`src/source/core_params.svh`:
```
`ifndef CORE_PARAMS_SVH
`define CORE_PARAMS_SVH

// First fetch address after reset
`define RESET_PC 32'h0000_0000

// Data and address width
`define XLEN 32

// General registers of RV32E
`define NREGS 16

`endif

```
`src/source/core_pkg.sv`:
```
package core_pkg;

	// ------------------------------------------------------------------------
	// Instruction word, seen as R-type or as I-type
	// ------------------------------------------------------------------------
	typedef struct packed {
		logic [6:0] funct7;
		logic [4:0] rs2;
		logic [4:0] rs1;
		logic [2:0] funct3;
		logic [4:0] rd;
		logic [6:0] opcode;
	} r_fmt_t;

	typedef struct packed {
		logic [11:0] imm12;
		logic [4:0]  rs1;
		logic [2:0]  funct3;
		logic [4:0]  rd;
		logic [6:0]  opcode;
	} i_fmt_t;

	typedef union packed {
		r_fmt_t r_fmt;
		i_fmt_t i_fmt;   // S, B, U and J immediates come from r_fmt
	} inst_word_t;

	typedef enum logic [6:0] {
		OP_REG    = 7'b0110011,
		OP_IMM    = 7'b0010011,
		OP_LUI    = 7'b0110111,
		OP_LOAD   = 7'b0000011,
		OP_STORE  = 7'b0100011,
		OP_BRANCH = 7'b1100011,
		OP_JAL    = 7'b1101111
	} opcode_e;

endpackage

```
`src/source/mem_if.sv`:
```
`timescale 1ns/10ps
`include "core_params.svh"

interface mem_if;
	logic [`XLEN-1:0]   araddr;
	logic               arvalid;
	logic               arready;
	logic [`XLEN-1:0]   rdata;
	logic [1:0]         rresp;
	logic               rvalid;
	logic               rready;
	logic [`XLEN-1:0]   awaddr;
	logic               awvalid;
	logic               awready;
	logic [`XLEN-1:0]   wdata;
	logic [`XLEN/8-1:0] wstrb;
	logic               wvalid;
	logic               wready;
	logic [1:0]         bresp;
	logic               bvalid;
	logic               bready;

	modport requester (
		output araddr, arvalid, rready, awaddr, awvalid, wdata, wstrb, wvalid, bready,
		input  arready, rdata, rresp, rvalid, awready, wready, bresp, bvalid
	);

	modport arbiter (
		input  araddr, arvalid, rready, awaddr, awvalid, wdata, wstrb, wvalid, bready,
		output arready, rdata, rresp, rvalid, awready, wready, bresp, bvalid
	);
endinterface

```
`src/source/core_exec.sv`:
```
`timescale 1ns/10ps
`include "core_params.svh"

module core_exec (
	input  logic                       clock,
	input  logic                       rst_n,
	input  logic [`XLEN-1:0]           pc,
	input  core_pkg::inst_word_t       inst,
	input  logic                       exec_start,
	input  logic [`XLEN-1:0]           rs1_data,
	input  logic [`XLEN-1:0]           rs2_data,
	input  logic                       lsu_done,
	input  logic [`XLEN-1:0]           load_data,
	output logic [$clog2(`NREGS)-1:0]  rs1_addr,
	output logic [$clog2(`NREGS)-1:0]  rs2_addr,
	output logic [$clog2(`NREGS)-1:0]  rd_addr,
	output logic [`XLEN-1:0]           rd_wdata,
	output logic                       rd_wen,
	output logic [`XLEN-1:0]           next_pc,
	output logic                       mem_start,
	output logic [`XLEN-1:0]           mem_addr,
	output logic [`XLEN-1:0]           mem_wdata,
	output logic                       mem_write,
	output logic                       wb_valid
);
	import core_pkg::*;

	localparam logic [2:0] F3_BEQ = 3'b000;
	localparam logic [2:0] F3_BNE = 3'b001;

	opcode_e          op;
	logic [`XLEN-1:0] imm_i, imm_s, imm_b, imm_u, imm_j;
	logic [`XLEN-1:0] alu_res;
	logic             is_mem;
	logic             taken;
	logic             mem_pending;

	assign op = opcode_e'(inst.r_fmt.opcode);

	// Register fields, upper bit dropped for RV32E
	assign rs1_addr = inst.r_fmt.rs1[$clog2(`NREGS)-1:0];
	assign rs2_addr = inst.r_fmt.rs2[$clog2(`NREGS)-1:0];
	assign rd_addr  = inst.r_fmt.rd[$clog2(`NREGS)-1:0];

	// ------------------------------------------------------------------------
	// Immediates
	// ------------------------------------------------------------------------
	assign imm_i = {{20{inst.i_fmt.imm12[11]}}, inst.i_fmt.imm12};
	assign imm_s = {{20{inst.r_fmt.funct7[6]}}, inst.r_fmt.funct7, inst.r_fmt.rd};
	assign imm_b = {{20{inst.r_fmt.funct7[6]}}, inst.r_fmt.rd[0], inst.r_fmt.funct7[5:0],
		inst.r_fmt.rd[4:1], 1'b0};
	assign imm_u = {inst.r_fmt.funct7, inst.r_fmt.rs2, inst.r_fmt.rs1, inst.r_fmt.funct3, 12'b0};
	assign imm_j = {{12{inst.r_fmt.funct7[6]}}, inst.r_fmt.rs1, inst.r_fmt.funct3,
		inst.r_fmt.rs2[0], inst.r_fmt.funct7[5:0], inst.r_fmt.rs2[4:1], 1'b0};

	always_comb begin
		alu_res = '0;
		case (op)
			OP_REG:  alu_res = inst.r_fmt.funct7[5] ? rs1_data - rs2_data : rs1_data + rs2_data;
			OP_IMM:  alu_res = rs1_data + imm_i;
			OP_LUI:  alu_res = imm_u;
			OP_JAL:  alu_res = pc + 32'd4;  // Link
			default: alu_res = '0;
		endcase
	end

	always_comb begin
		case (inst.r_fmt.funct3)
			F3_BEQ:  taken = (rs1_data == rs2_data);
			F3_BNE:  taken = (rs1_data != rs2_data);
			default: taken = 1'b0;
		endcase
	end

	assign next_pc = (op == OP_JAL) ? pc + imm_j :
		(op == OP_BRANCH && taken) ? pc + imm_b : pc + 32'd4;

	assign rd_wen   = (op == OP_REG) || (op == OP_IMM) || (op == OP_LUI) || (op == OP_JAL) ||
		(op == OP_LOAD);
	assign rd_wdata = (op == OP_LOAD) ? load_data : alu_res;

	// ------------------------------------------------------------------------
	// Memory request and write-back
	// ------------------------------------------------------------------------
	assign is_mem    = (op == OP_LOAD) || (op == OP_STORE);
	assign mem_write = (op == OP_STORE);
	assign mem_addr  = rs1_data + (mem_write ? imm_s : imm_i);
	assign mem_wdata = rs2_data;
	assign mem_start = exec_start && is_mem;

	always_ff @(posedge clock or negedge rst_n) begin
		if (!rst_n)
			mem_pending <= 1'b0;
		else if (mem_start)
			mem_pending <= 1'b1;
		else if (lsu_done)
			mem_pending <= 1'b0;
	end

	assign wb_valid = (exec_start && !is_mem) || (mem_pending && lsu_done);
endmodule

```
`src/source/core_fetch.sv`:
```
`timescale 1ns/10ps
`include "core_params.svh"

module core_fetch (
	input  logic                 clock,
	input  logic                 rst_n,
	input  logic                 wb_valid,
	input  logic [`XLEN-1:0]     next_pc,
	mem_if.requester             bus,
	output logic [`XLEN-1:0]     pc,
	output core_pkg::inst_word_t inst,
	output logic                 exec_start
);
	typedef enum logic [1:0] {
		S_IDLE,
		S_ADDR,
		S_DATA
	} fetch_state_e;

	fetch_state_e state;
	logic         boot;     // Still waiting for the first fetch
	logic         r_fire;

	assign r_fire = bus.rvalid && bus.rready;

	always_ff @(posedge clock or negedge rst_n) begin
		if (!rst_n) begin
			state      <= S_IDLE;
			boot       <= 1'b1;
			pc         <= `RESET_PC;
			exec_start <= 1'b0;
		end else begin
			exec_start <= r_fire;
			if (wb_valid)
				pc <= next_pc;
			case (state)
				S_IDLE: begin
					if (boot || wb_valid) begin
						state <= S_ADDR;
						boot  <= 1'b0;
					end
				end
				S_ADDR:  if (bus.arready) state <= S_DATA;
				S_DATA:  if (r_fire) state <= S_IDLE;
				default: state <= S_IDLE;
			endcase
		end
	end

	always_ff @(posedge clock) begin
		if (r_fire)
			inst <= bus.rdata;
	end

	assign bus.arvalid = (state == S_ADDR);
	assign bus.araddr  = pc;
	assign bus.rready  = (state == S_DATA);

	// Fetch never writes
	assign bus.awvalid = 1'b0;
	assign bus.awaddr  = '0;
	assign bus.wvalid  = 1'b0;
	assign bus.wdata   = '0;
	assign bus.wstrb   = '0;
	assign bus.bready  = 1'b0;

	ar_hold: assert property (@(posedge clock) disable iff (!rst_n)
		bus.arvalid && !bus.arready |=> bus.arvalid && $stable(bus.araddr));
endmodule

```
`src/source/core_lsu.sv`:
```
`timescale 1ns/10ps
`include "core_params.svh"

module core_lsu (
	input  logic             clock,
	input  logic             rst_n,
	input  logic             mem_start,
	input  logic [`XLEN-1:0] mem_addr,
	input  logic [`XLEN-1:0] mem_wdata,
	input  logic             mem_write,
	mem_if.requester         bus,
	output logic             lsu_done,
	output logic [`XLEN-1:0] load_data
);
	typedef enum logic [1:0] {
		L_IDLE,
		L_RADDR,
		L_RDATA,
		L_WRITE
	} lsu_state_e;

	lsu_state_e       state;
	logic             aw_pend;   // aw not yet accepted
	logic             w_pend;    // w not yet accepted
	logic [`XLEN-1:0] addr_q;
	logic [`XLEN-1:0] wdata_q;
	logic             r_fire;
	logic             b_fire;

	assign r_fire = bus.rvalid && bus.rready;
	assign b_fire = bus.bvalid && bus.bready;

	always_ff @(posedge clock or negedge rst_n) begin
		if (!rst_n) begin
			state   <= L_IDLE;
			aw_pend <= 1'b0;
			w_pend  <= 1'b0;
		end else begin
			case (state)
				L_IDLE: begin
					if (mem_start) begin
						state   <= mem_write ? L_WRITE : L_RADDR;
						aw_pend <= mem_write;
						w_pend  <= mem_write;
					end
				end
				L_RADDR: if (bus.arready) state <= L_RDATA;
				L_RDATA: if (r_fire) state <= L_IDLE;
				L_WRITE: begin
					if (bus.awready)
						aw_pend <= 1'b0;
					if (bus.wready)
						w_pend <= 1'b0;
					if (b_fire)
						state <= L_IDLE;
				end
				default: state <= L_IDLE;
			endcase
		end
	end

	always_ff @(posedge clock) begin
		if (mem_start) begin
			addr_q  <= mem_addr;
			wdata_q <= mem_wdata;
		end
	end

	assign bus.arvalid = (state == L_RADDR);
	assign bus.araddr  = addr_q;
	assign bus.rready  = (state == L_RDATA);
	assign bus.awvalid = aw_pend;
	assign bus.awaddr  = addr_q;
	assign bus.wvalid  = w_pend;
	assign bus.wdata   = wdata_q;
	assign bus.wstrb   = '1;         // Word stores only
	assign bus.bready  = (state == L_WRITE);

	assign lsu_done  = r_fire || b_fire;
	assign load_data = bus.rdata;

	start_when_idle: assert property (@(posedge clock) disable iff (!rst_n)
		mem_start |-> state == L_IDLE);
endmodule

```
`src/source/core_regfile.sv`:
```
`timescale 1ns/10ps
`include "core_params.svh"

module core_regfile #(
	parameter int NREGS = `NREGS
) (
	input  logic                     clock,
	input  logic                     rst_n,
	input  logic [$clog2(NREGS)-1:0] raddr1,
	input  logic [$clog2(NREGS)-1:0] raddr2,
	input  logic [$clog2(NREGS)-1:0] waddr,
	input  logic [`XLEN-1:0]         wdata,
	input  logic                     wen,
	input  logic                     wb_valid,
	output logic [`XLEN-1:0]         rdata1,
	output logic [`XLEN-1:0]         rdata2
);
	logic [`XLEN-1:0] regs [NREGS];

	always_ff @(posedge clock or negedge rst_n) begin
		if (!rst_n)
			regs <= '{default: '0};
		else if (wen && wb_valid && waddr != '0)   // x0 stays zero
			regs[waddr] <= wdata;
	end

	assign rdata1 = regs[raddr1];
	assign rdata2 = regs[raddr2];
endmodule

```
`src/source/mem_arbiter.sv`:
```
`timescale 1ns/10ps
`include "core_params.svh"

module mem_arbiter (
	mem_if.arbiter             fetch_bus,
	mem_if.arbiter             lsu_bus,
	input  logic               clock,
	input  logic               rst_n,
	input  logic               io_master_awready,
	input  logic               io_master_wready,
	input  logic               io_master_bvalid,
	input  logic [1:0]         io_master_bresp,
	input  logic               io_master_arready,
	input  logic               io_master_rvalid,
	input  logic [1:0]         io_master_rresp,
	input  logic [`XLEN-1:0]   io_master_rdata,
	output logic               io_master_awvalid,
	output logic [`XLEN-1:0]   io_master_awaddr,
	output logic               io_master_wvalid,
	output logic [`XLEN-1:0]   io_master_wdata,
	output logic [`XLEN/8-1:0] io_master_wstrb,
	output logic               io_master_bready,
	output logic               io_master_arvalid,
	output logic [`XLEN-1:0]   io_master_araddr,
	output logic               io_master_rready
);
	logic rd_busy;   // A read is outstanding
	logic rd_lsu;    // Outstanding read belongs to the LSU

	// ------------------------------------------------------------------------
	// Read address, LSU first
	// ------------------------------------------------------------------------
	assign io_master_arvalid = !rd_busy && (lsu_bus.arvalid || fetch_bus.arvalid);
	assign io_master_araddr  = lsu_bus.arvalid ? lsu_bus.araddr : fetch_bus.araddr;
	assign lsu_bus.arready   = !rd_busy && io_master_arready;
	assign fetch_bus.arready = !rd_busy && !lsu_bus.arvalid && io_master_arready;

	always_ff @(posedge clock or negedge rst_n) begin
		if (!rst_n) begin
			rd_busy <= 1'b0;
			rd_lsu  <= 1'b0;
		end else if (io_master_arvalid && io_master_arready) begin
			rd_busy <= 1'b1;
			rd_lsu  <= lsu_bus.arvalid;
		end else if (io_master_rvalid && io_master_rready) begin
			rd_busy <= 1'b0;
		end
	end

	assign io_master_rready  = rd_busy && (rd_lsu ? lsu_bus.rready : fetch_bus.rready);
	assign lsu_bus.rvalid    = rd_busy && rd_lsu && io_master_rvalid;
	assign fetch_bus.rvalid  = rd_busy && !rd_lsu && io_master_rvalid;
	assign lsu_bus.rdata     = io_master_rdata;
	assign fetch_bus.rdata   = io_master_rdata;
	assign lsu_bus.rresp     = io_master_rresp;
	assign fetch_bus.rresp   = io_master_rresp;

	// Writes come only from the LSU
	assign io_master_awvalid = lsu_bus.awvalid;
	assign io_master_awaddr  = lsu_bus.awaddr;
	assign io_master_wvalid  = lsu_bus.wvalid;
	assign io_master_wdata   = lsu_bus.wdata;
	assign io_master_wstrb   = lsu_bus.wstrb;
	assign io_master_bready  = lsu_bus.bready;
	assign lsu_bus.awready   = io_master_awready;
	assign lsu_bus.wready    = io_master_wready;
	assign lsu_bus.bvalid    = io_master_bvalid;
	assign lsu_bus.bresp     = io_master_bresp;
	assign fetch_bus.awready = 1'b0;
	assign fetch_bus.wready  = 1'b0;
	assign fetch_bus.bvalid  = 1'b0;
	assign fetch_bus.bresp   = '0;

	one_read: assert property (@(posedge clock) disable iff (!rst_n)
		rd_busy |-> !lsu_bus.arvalid && !fetch_bus.arvalid);
endmodule

```
`src/source/rv32e_core.sv`:
```
`timescale 1ns/10ps
`include "core_params.svh"

module rv32e_core (
	input  logic               clock,
	input  logic               rst_n,
	input  logic               io_master_awready,
	output logic               io_master_awvalid,
	output logic [`XLEN-1:0]   io_master_awaddr,
	input  logic               io_master_wready,
	output logic               io_master_wvalid,
	output logic [`XLEN-1:0]   io_master_wdata,
	output logic [`XLEN/8-1:0] io_master_wstrb,
	output logic               io_master_bready,
	input  logic               io_master_bvalid,
	input  logic [1:0]         io_master_bresp,
	input  logic               io_master_arready,
	output logic               io_master_arvalid,
	output logic [`XLEN-1:0]   io_master_araddr,
	output logic               io_master_rready,
	input  logic               io_master_rvalid,
	input  logic [1:0]         io_master_rresp,
	input  logic [`XLEN-1:0]   io_master_rdata
);
	import core_pkg::*;

	logic [`XLEN-1:0]          pc, next_pc;
	inst_word_t                inst;
	logic                      exec_start, wb_valid;
	logic [$clog2(`NREGS)-1:0] rs1_addr, rs2_addr, rd_addr;
	logic [`XLEN-1:0]          rs1_data, rs2_data, rd_wdata;
	logic                      rd_wen;
	logic                      mem_start, mem_write, lsu_done;
	logic [`XLEN-1:0]          mem_addr, mem_wdata, load_data;

	mem_if fetch_bus ();
	mem_if lsu_bus ();

	core_fetch my_fetch (
		.clock(clock), .rst_n(rst_n), .wb_valid(wb_valid), .next_pc(next_pc),
		.bus(fetch_bus), .pc(pc), .inst(inst), .exec_start(exec_start)
	);

	core_exec my_exec (
		.clock(clock), .rst_n(rst_n), .pc(pc), .inst(inst), .exec_start(exec_start),
		.rs1_data(rs1_data), .rs2_data(rs2_data), .lsu_done(lsu_done), .load_data(load_data),
		.rs1_addr(rs1_addr), .rs2_addr(rs2_addr), .rd_addr(rd_addr), .rd_wdata(rd_wdata),
		.rd_wen(rd_wen), .next_pc(next_pc), .mem_start(mem_start), .mem_addr(mem_addr),
		.mem_wdata(mem_wdata), .mem_write(mem_write), .wb_valid(wb_valid)
	);

	core_regfile #(.NREGS(`NREGS)) my_reg (
		.clock(clock), .rst_n(rst_n), .raddr1(rs1_addr), .raddr2(rs2_addr), .waddr(rd_addr),
		.wdata(rd_wdata), .wen(rd_wen), .wb_valid(wb_valid), .rdata1(rs1_data), .rdata2(rs2_data)
	);

	core_lsu my_lsu (
		.clock(clock), .rst_n(rst_n), .mem_start(mem_start), .mem_addr(mem_addr),
		.mem_wdata(mem_wdata), .mem_write(mem_write), .bus(lsu_bus),
		.lsu_done(lsu_done), .load_data(load_data)
	);

	mem_arbiter my_arbiter (
		.fetch_bus(fetch_bus), .lsu_bus(lsu_bus), .clock(clock), .rst_n(rst_n),
		.io_master_awready(io_master_awready), .io_master_wready(io_master_wready),
		.io_master_bvalid(io_master_bvalid), .io_master_bresp(io_master_bresp),
		.io_master_arready(io_master_arready), .io_master_rvalid(io_master_rvalid),
		.io_master_rresp(io_master_rresp), .io_master_rdata(io_master_rdata),
		.io_master_awvalid(io_master_awvalid), .io_master_awaddr(io_master_awaddr),
		.io_master_wvalid(io_master_wvalid), .io_master_wdata(io_master_wdata),
		.io_master_wstrb(io_master_wstrb), .io_master_bready(io_master_bready),
		.io_master_arvalid(io_master_arvalid), .io_master_araddr(io_master_araddr),
		.io_master_rready(io_master_rready)
	);
endmodule

```
`config.mk`:
```
export PLATFORM = sky130hd
export DESIGN_NAME = rv32e_core
export DESIGN_NICKNAME = d
export VERILOG_FILES = /design/src/source/core_pkg.sv /design/src/source/mem_if.sv /design/src/source/core_exec.sv /design/src/source/core_fetch.sv /design/src/source/core_lsu.sv /design/src/source/core_regfile.sv /design/src/source/mem_arbiter.sv /design/src/source/rv32e_core.sv
export VERILOG_INCLUDE_DIRS = /design/src /design/src/source
export SDC_FILE = /design/constraint.sdc
export NUM_CORES = 2
export LEC_CHECK = 0
export BUFFER_PORTS_ARGS = -buffer_cell sky130_fd_sc_hd__buf_2
export CAP_MARGIN = 20
export CORE_MARGIN = 3
export CORE_UTILIZATION = 30
export CTS_CLUSTER_DIAMETER = 100
export DETAILED_ROUTE_END_ITERATION = 16
export PLACE_DENSITY_LB_ADDON = 0.1
export SLEW_MARGIN = 10
export SYNTH_ARGS = -nofsm -noshare
export SYNTH_HDL_FRONTEND = slang
export SYNTH_SLANG_ARGS = --single-unit
```
`constraint.sdc`:
```
create_clock -name clock -period 5.7 [get_ports clock]
set_input_delay 0.855 -clock clock [delete_from_list [all_inputs] [get_ports clock]]
set_output_delay 0.855 -clock clock [all_outputs]
set_load 0.01 [all_outputs]
```
* Yosys cells after proc, flatten, opt, wreduce, memory -nomap -nowiden
Cells that the tools add are included.
** Operators by class
- Add/subtract/negate cells :: 7
- $mul :: 0
- Divide/modulo/power cells :: 0
- Order comparisons :: 4
- Equal/unequal tests :: 24
- Shifts and indexed selects :: 0
- Multiplexer cells :: 37
- Bitwise gates (word level) :: 3
- Reductions and logical operators :: 46
** Operators with widths (count)
- 512-bit bitwise mux :: 1
- 32-bit two-way mux :: 10
- 32-bit binary-select mux with 4-bit select :: 2
- 32-bit adder :: 5
- 32-bit demux with 4-bit select :: 1
- 32-bit case mux with 4 select lines :: 1
- 32-bit by 3-bit adder with 32-bit output, second input constant :: 1
- 32-bit equality test :: 1
- 32-bit != test :: 1
- 32-bit subtractor :: 1
- 7-bit by 6-bit equality test with 1-bit output, second input constant :: 3
- 1-bit logical AND :: 21
- 2-bit two-way mux :: 8
- 2-bit != test, second input constant :: 8
- 5-bit greater-or-equal comparator, second input constant :: 3
- 4-bit inverter with 5-bit output :: 3
- 7-bit equality test, second input constant :: 2
- 1-bit logical OR :: 9
- 3-bit AND reduction :: 3
- 1-bit two-way mux :: 8
- 2-bit case mux with 4 select lines :: 1
- 7-bit by 2-bit equality test with 1-bit output, second input constant :: 1
- 7-bit by 5-bit equality test with 1-bit output, second input constant :: 1
- 2-bit equality test, second input constant :: 3
- other kinds (14) :: 23
** Word-level totals
- Bits in registers :: 651
- Latch bits :: 0
- RAM bits :: 0
- Memory bits (read-only) :: 0
- Input bits :: 43
- Output and inout port bits :: 105
- Word-level logic and storage cells :: 150
- Memories :: 0

* Longest topological paths before layout
- Depth in word-level cells :: 9
- Gate-level depth with buffers :: 22
- Depth with buffers taken out :: 19

* Cells and area by module
From an unflattened synthesis, not the netlist that was laid out.
** Second synthesis, totals
- Cells, all modules :: 3937
- Area total of the unflattened synthesis :: 45073.2 um^2
** By module, submodules not included
- core_regfile :: times used 1, cells an instance 1670, area each 26241.4 um^2, seq. area each 12812.3 um^2
- core_exec :: times used 1, cells an instance 1690, area each 11118.2 um^2, seq. area each 25.0 um^2
- core_fetch :: times used 1, cells an instance 216, area each 3241.9 um^2, seq. area each 1863.0 um^2
- core_lsu :: times used 1, cells an instance 160, area each 2688.8 um^2, seq. area each 2021.9 um^2
- mem_arbiter :: times used 1, cells an instance 201, area each 1783.0 um^2, seq. area each 50.0 um^2

* Worst setup path before layout
No wires, ideal clock.
- Path kind :: reg2reg
- Start point :: register my_fetch.inst[20] in the netlist's numbering
- End point :: register my_reg.regs[219] in the netlist's numbering
- Library setup time :: 0.135 ns
- Arrival :: 5.424 ns
- Data required time :: 5.565 ns
- Setup slack :: 0.141 ns
- Cell stages (with the launch flop) :: 19
- Path buffers :: 5
- Period minus slack after synthesis :: 5.559 ns
- Cell sequence :: edfxtp_1 buf_2 buf_6 clkbuf_1 buf_1 mux4_2 mux4_2 inv_1 ha_1 or4_1 nand2b_1 a2111oi_0 nor3b_1 o311ai_1 o211ai_1 xnor2_1 a221oi_2 buf_2 a21oi_1
** On the way
- Cells in the longest elaborated chain, start to end :: 9
- Elaborated cells on any way between the ends :: 11
- Classes of those cells :: 3 x add/sub; 7 x mux; 1 x bitwise
** Ends and longest elaborated chain
- from (decl) :: RTL line core_fetch.sv:11 : output core_pkg::inst_word_t inst,
- from (signal assigned) :: RTL line core_fetch.sv:52 : inst <= bus.rdata;
- 4-bit inverter with 5-bit output (implied by the code) * :: RTL line core_regfile.sv:28 : assign rdata2 = regs[raddr2];
- 32-bit binary-select mux with 4-bit select * :: RTL line core_regfile.sv:28
- 32-bit two-way mux (implied by the code) * (2 in series) :: RTL line core_regfile.sv:28
- net mem_wdata[15] :: RTL line rv32e_core.sv:34 : logic [`XLEN-1:0] mem_addr, mem_wdata, load_data;
- 32-bit adder or 32-bit subtractor (tied branches) :: RTL line core_exec.sv:59 : OP_REG: alu_res = inst.r_fmt.funct7[5] ? rs1_data - rs2_data : rs1_data + rs2_data;
- 32-bit two-way mux * :: RTL line core_exec.sv:59
- 32-bit case mux with 4 select lines * :: RTL line core_exec.sv:58 : case (op)
- 32-bit two-way mux * :: RTL line core_exec.sv:80 : assign rd_wdata = (op == OP_LOAD) ? load_data : alu_res;
- 512-bit bitwise mux * :: RTL line core_regfile.sv:24 : regs[waddr] <= wdata;
- to (signal, indexed assignment) :: RTL line core_regfile.sv:24
- to (decl) :: RTL line core_regfile.sv:18 : logic [`XLEN-1:0] regs [NREGS];
Mark *: on every way through the listed nets, which the timed path passes. The rest lies on a longest branch. The select of a mux whose other input is x is not followed.
A chain may end at the register's enable or synchronous reset.

* Worst setup path after layout
- Start point :: register my_fetch.inst[15] in the netlist's numbering
- End point :: register my_reg.regs[349] in the netlist's numbering
** On the way
- Cells in the longest elaborated chain, start to end :: 9
- Elaborated cells on any way between the ends :: 11
- Classes of those cells :: 3 x add/sub; 7 x mux; 1 x bitwise
** Ends and longest elaborated chain
- 4-bit inverter with 5-bit output (implied by the code) * :: RTL line core_regfile.sv:27 : assign rdata1 = regs[raddr1];
- 32-bit binary-select mux with 4-bit select * :: RTL line core_regfile.sv:27
- 32-bit two-way mux (implied by the code) * (2 in series) :: RTL line core_regfile.sv:27
- 32-bit adder or 32-bit subtractor (tied branches) :: RTL line core_exec.sv:59
- 32-bit two-way mux :: RTL line core_exec.sv:59
- 32-bit case mux with 4 select lines * :: RTL line core_exec.sv:58
- 32-bit two-way mux * :: RTL line core_exec.sv:80
- 512-bit bitwise mux * :: RTL line core_regfile.sv:24
Mark *: on every way between the ends. The rest lies on a longest branch, timed or not. The select of a mux whose other input is x is not followed.

==> report_table.html <==
<table>
<tr><th>Metric</th><th>Value</th></tr>
<tr><th colspan="2">Worst setup path</th></tr>
<tr><td>Cell at the slowest stage of the critical path</td><td>sky130_fd_sc_hd__mux4_2</td></tr>
<tr><td>Arrival time of data at the critical path endpoint</td><td>just over 6 ns</td></tr>
<tr><td>Kind of critical path</td><td>register to register</td></tr>
<tr><td>Cell breakdown of the critical path</td><td>buf_12 &gt; buf_4 &gt; mux4_2 &gt; mux4_2 &gt; ha_1 &gt; nor4_4 &gt; o21ai_0 &gt; o21a_1 &gt; a21o_1 &gt; a2111oi_4 &gt; o22ai_1 &gt; o31ai_2 &gt; a2111o_1 &gt; o2111ai_2 &gt; buf_4 &gt; mux2_2</td></tr>
<tr><td>Count of buffering cells on the critical path with inverters included</td><td>3</td></tr>
<tr><td>Critical path launch point type</td><td>register</td></tr>
<tr><td>Crit end category</td><td>register</td></tr>
<tr><td>Peak fanout along the critical path</td><td>15</td></tr>
<tr><td>Max incr delay on CP</td><td>~0.63 ns</td></tr>
<tr><td>Required time at the worst-slack endpoint</td><td>6.26 ns</td></tr>
<tr><td>Delay-heaviest family, CP</td><td>compound AO/OA/AOI/OAI gates</td></tr>
<tr><th colspan="2">CTS</th></tr>
<tr><td>CTS clk-pin slew, worst paths</td><td>0.07 ns</td></tr>
<tr><td>CTS tree</td><td>yes</td></tr>
<tr><td>Buffer cell driving the clock tree root</td><td>sky130_fd_sc_hd__clkbuf_16</td></tr>
<tr><td>Insertion delay of the later-clocked pin in the worst-skew pair</td><td>approximately 0.69 ns</td></tr>
<tr><td>Sink Count</td><td>650</td></tr>
<tr><td>Number of buffers inserted during clock tree synthesis</td><td>just over 80</td></tr>
<tr><td>Number of buffers on the longest clock path</td><td>3</td></tr>
<tr><td>Htree depth</td><td>3</td></tr>
<tr><th colspan="2">Finish</th></tr>
<tr><td># nets final</td><td>4327</td></tr>
<tr><td>Area Overhead vs Synth</td><td>16.05%</td></tr>
<tr><td>Final cell count without fillers</td><td>roughly 6000</td></tr>
<tr><td>Leading cell types in the layout, fill and taps excluded</td><td>sky130_fd_sc_hd__dfrtp_1 (553), sky130_fd_sc_hd__a21oi_1 (464), sky130_fd_sc_hd__nand2_1 (445)</td></tr>
<tr><td>Layout Utilization</td><td>about a third</td></tr>
<tr><td>Most frequent standard cell in the layout excluding fill and tap cells</td><td>sky130_fd_sc_hd__dfrtp_1</td></tr>
<tr><td>Filler cells</td><td>roughly 14000</td></tr>
<tr><td>Final Instance Area</td><td>roughly 48000 um^2</td></tr>
<tr><td>Fraction of final layout cells with drive strength greater than 1</td><td>around 22%</td></tr>
<tr><th colspan="2">Die</th></tr>
<tr><td>Y dimension of the die</td><td>between 300 and 400 um</td></tr>
<tr><td>Area enclosed by the die boundary</td><td>141500 um^2</td></tr>
<tr><td>Die boundary width</td><td>~380 um</td></tr>
<tr><td>Rows</td><td>135</td></tr>
<tr><td>Placeable core region</td><td>135800 um^2</td></tr>
<tr><td>Boundary Pins</td><td>about 150</td></tr>
<tr><td>Initial core utilization</td><td>just over 30%</td></tr>
<tr><th colspan="2">Timing</th></tr>
<tr><td>Hold Fails Final Rpt</td><td>0</td></tr>
<tr><td>Final WS setup</td><td>roughly 0.22 ns</td></tr>
<tr><td>Final slew viol count</td><td>0</td></tr>
<tr><td>Final critical-path required period</td><td>between 5 and 6 ns</td></tr>
<tr><td>Worst-case hold slack</td><td>~0.13 ns</td></tr>
<tr><td>Worst Max-Slew Pin Slew</td><td>around 1.1 ns</td></tr>
<tr><td>Post-route clock period utilization</td><td>96.22%</td></tr>
<tr><td>RSZ-0062 raised after global routing</td><td>no</td></tr>
<tr><td>Final worst clock skew</td><td>roughly 0.028 ns</td></tr>
<tr><td>Timing-limited maximum frequency</td><td>0.1823 GHz</td></tr>
<tr><td>Remaining max-slew budget at the tightest pin</td><td>28.48%</td></tr>
<tr><td>Final setup violation count</td><td>0</td></tr>
<tr><th colspan="2">Logic synthesis</th></tr>
<tr><td>Netlist Area Pre-Place</td><td>about 40000 um^2</td></tr>
<tr><td>EDFF count, synth</td><td>96</td></tr>
<tr><td>Area share of the leading cell type in the synthesized netlist</td><td>about 34%</td></tr>
<tr><td>Largest area contributor in the synthesized netlist</td><td>sky130_fd_sc_hd__dfrtp_1</td></tr>
<tr><td>Synth warnings</td><td>0</td></tr>
<tr><td>Instance count of the mapped netlist</td><td>4025</td></tr>
<tr><td>Top_reg_cell synth</td><td>sky130_fd_sc_hd__dfrtp_1</td></tr>
<tr><td>Most area-consuming cells after synthesis</td><td>sky130_fd_sc_hd__dfrtp_1 (34%), sky130_fd_sc_hd__mux4_2 (17%), sky130_fd_sc_hd__edfxtp_1 (7.0%)</td></tr>
<tr><td>Per-instance average area after synthesis</td><td>approximately 10 um^2</td></tr>
<tr><td>Synth unique cells</td><td>96</td></tr>
<tr><td>Part of the Yosys area used for sequential elements</td><td>about two fifths</td></tr>
<tr><td>Number of synthesized register bits</td><td>650</td></tr>
<tr><td>Async SR Flop Fraction</td><td>between 80% and 90%</td></tr>
<tr><th colspan="2">Drt</th></tr>
<tr><td>Number of vias in the routed layout</td><td>approximately 33000</td></tr>
<tr><td>Vias per cell</td><td>5.463</td></tr>
<tr><td>WL final</td><td>between 150 and 200 mm</td></tr>
<tr><td>Initial DRC Count</td><td>2794</td></tr>
<tr><td>Detail Route Antenna Nets</td><td>0</td></tr>
<tr><td>Final routed wire length divided by cell count</td><td>~27 um</td></tr>
<tr><td>Drt drc</td><td>0</td></tr>
<tr><td>Count of TritonRoute iterations in the first routing pass</td><td>8</td></tr>
<tr><th colspan="2">GRT</th></tr>
<tr><td>Maximum number of pins on one net before global-route repair</td><td>between 150 and 200</td></tr>
<tr><td>Met1 track utilization from global routing</td><td>between 30 and 40%</td></tr>
<tr><td>Busiest layer in global routing</td><td>met2</td></tr>
<tr><td>Met2 global-route usage</td><td>about 37%</td></tr>
<tr><td>GR met3 Demand/Resource</td><td>approximately 2.5%</td></tr>
<tr><td>Initial antenna violation count</td><td>1</td></tr>
<tr><td>Vias in the first global route</td><td>32711</td></tr>
<tr><td>Global-route wire length before repair</td><td>between 200 and 250 mm</td></tr>
<tr><td>Final global-route overflow total</td><td>0</td></tr>
<tr><td>Combined global-route utilization of all metal layers</td><td>22.36%</td></tr>
<tr><th colspan="2">Min path</th></tr>
<tr><td>Path class of the lowest-slack min-delay path</td><td>input pin to async pin</td></tr>
<tr><th colspan="2">Power and ir drop</th></tr>
<tr><td>Worst voltage drop across the vdd grid</td><td>0.1954 mV</td></tr>
<tr><td>LEAKAGE</td><td>roughly 20 nW</td></tr>
<tr><td>Power density relative to cell area</td><td>~270 nW/um^2</td></tr>
<tr><th colspan="2">Placement</th></tr>
<tr><td>Final GP Congestion</td><td>around 0.9</td></tr>
<tr><td>Cell area after placement</td><td>44870 um^2</td></tr>
<tr><td>Worst slack, placed</td><td>-0.1432 ns</td></tr>
<tr><td>Placed instance count</td><td>approximately 5800</td></tr>
<tr><td>Dpl hpwl</td><td>between 100 and 150 mm</td></tr>
<tr><td># port buffers</td><td>around 140</td></tr>
<tr><th colspan="2">Job</th></tr>
<tr><td>Max-cap violations</td><td>0</td></tr>
<tr><th colspan="2">Run status</th></tr>
<tr><td>Status</td><td>complete, no violations</td></tr>
</table>
==> cells in the mapped netlist (all sizes together), types with 32 or more instances <==
master	instances
dfrtp	553
a21oi	470
nand2	446
nor2	422
o21ai	339
mux4	318
clkbuf	256
ha	143
xnor2	101
edfxtp	96
inv	94
buf	76
nor3	52
xor2	52
nand3	49
a31oi	47
a21o	46
mux2	35
o21bai	32
==> metal layers <==
metal	part of all wire, %	vias to the layer above
li1	-	15040
met1	46	16655
met2	47	838
met3	4.2	177
met4	2.5	0
met5	0	-
==> stage by stage <==
stage / total power [W] / setup TNS, ns
floorplan: 0.006773 / 0
global placement: 0.007718 / -2.582
detailed placement: 0.007696 / -1.877
CTS: 0.01312 / 0
global route: 0.01358 / 0
finish: 0.01297 / 0
==> path summary, 6_finish.rpt <==
check | startpoint | slack, ns | cells past startpoint | endpoint
worst max-delay path | my_fetch.inst[15]$_DFFE_PP_ | 0.22 | 16 | my_reg.regs[349]$_DFFE_PN0P_
worst min-delay path | rst_n | 0.13 | 1 | my_fetch.state[1]$_DFFE_PN0P_
worst max register to register | my_fetch.inst[15]$_DFFE_PP_ | 0.22 | 16 | my_reg.regs[349]$_DFFE_PN0P_
worst min register to register | my_reg.regs[501]$_DFFE_PN0P_ | 0.39 | 0 | my_reg.regs[501]$_DFFE_PN0P_
max in group asynchronous | rst_n | 4.10 | 2 | my_reg.regs[177]$_DFFE_PN0P_
min in group clock | io_master_rvalid | 0.37 | 2 | my_arbiter.rd_busy$_DFFE_PN0P_
==> final cells by class <==
cell class | instances | area (um^2) | share of cell area (%)
clock buffer | 120 | 2323 | 4.872
sequential | 650 | 16750 | 35.12
antenna | 3 | 7.507 | 0.01574
timing repair buffer | 356 | 2823 | 5.919
inverter | 94 | 355.3 | 0.7451
clock inverter | 32 | 372.9 | 0.7818
multi-input combinational | 2952 | 22830 | 47.88
tap | 1781 | 2228 | 4.673
==> cell families after synthesis <==
kind of cell	Yosys count	synth area share (%)
AOI/OAI and AO/OA	1138	16.36
and+or+nand+nor	1145	12.05
buffers and inverters	426	4.199
other	1	0.009125
xor gates and xnor gates	153	3.261
muxes	363	18.72
DFF	650	40.75
adders and majority gates	149	4.646
==> power breakdown <==
part / switching, W / total (W) / leakage, nW / internal [W]
registers: 0.000301 / 0.00514 / 8.47 / 0.00484
clock network: 0.00224 / 0.00532 / 1.32 / 0.00308
logic: 0.00153 / 0.00251 / 10.2 / 0.000979
==> worst reg2reg max path, stage by stage, from the launching register on <==
cell                        delay [ns]
sky130_fd_sc_hd__edfxtp_1         0.46
sky130_fd_sc_hd__buf_12           0.21
sky130_fd_sc_hd__buf_4            0.32
sky130_fd_sc_hd__mux4_2           0.54
sky130_fd_sc_hd__mux4_2           0.63
sky130_fd_sc_hd__ha_1             0.53
sky130_fd_sc_hd__nor4_4           0.26
sky130_fd_sc_hd__o21ai_0          0.15
sky130_fd_sc_hd__o21a_1           0.22
sky130_fd_sc_hd__a21o_1           0.25
sky130_fd_sc_hd__a2111oi_4        0.41
sky130_fd_sc_hd__o22ai_1          0.20
sky130_fd_sc_hd__o31ai_2          0.26
sky130_fd_sc_hd__a2111o_1         0.21
sky130_fd_sc_hd__o2111ai_2        0.16
sky130_fd_sc_hd__buf_4            0.29
sky130_fd_sc_hd__mux2_2           0.28
==> registers in the layout (all words and copies together) (netlist names), 2 cells and up <==
name / count
my_lsu.state: 2
my_reg.regs: 512
my_fetch.state: 2
my_fetch.bus.araddr: 31
my_lsu.bus.araddr: 32
my_lsu.bus.wdata: 32
my_fetch.inst: 32
==> what timing repair did <==
item / in CTS / in global routing
pin swaps: 0 / 2
setup endpoints to repair: 15 / 169
buffers inserted: 0 / 3
gates resized for setup: 1 / 15
hold buffers: 0 / 0
gates cloned: 0 / 0
No activity file was read; power rests on OpenSTA's default activity.
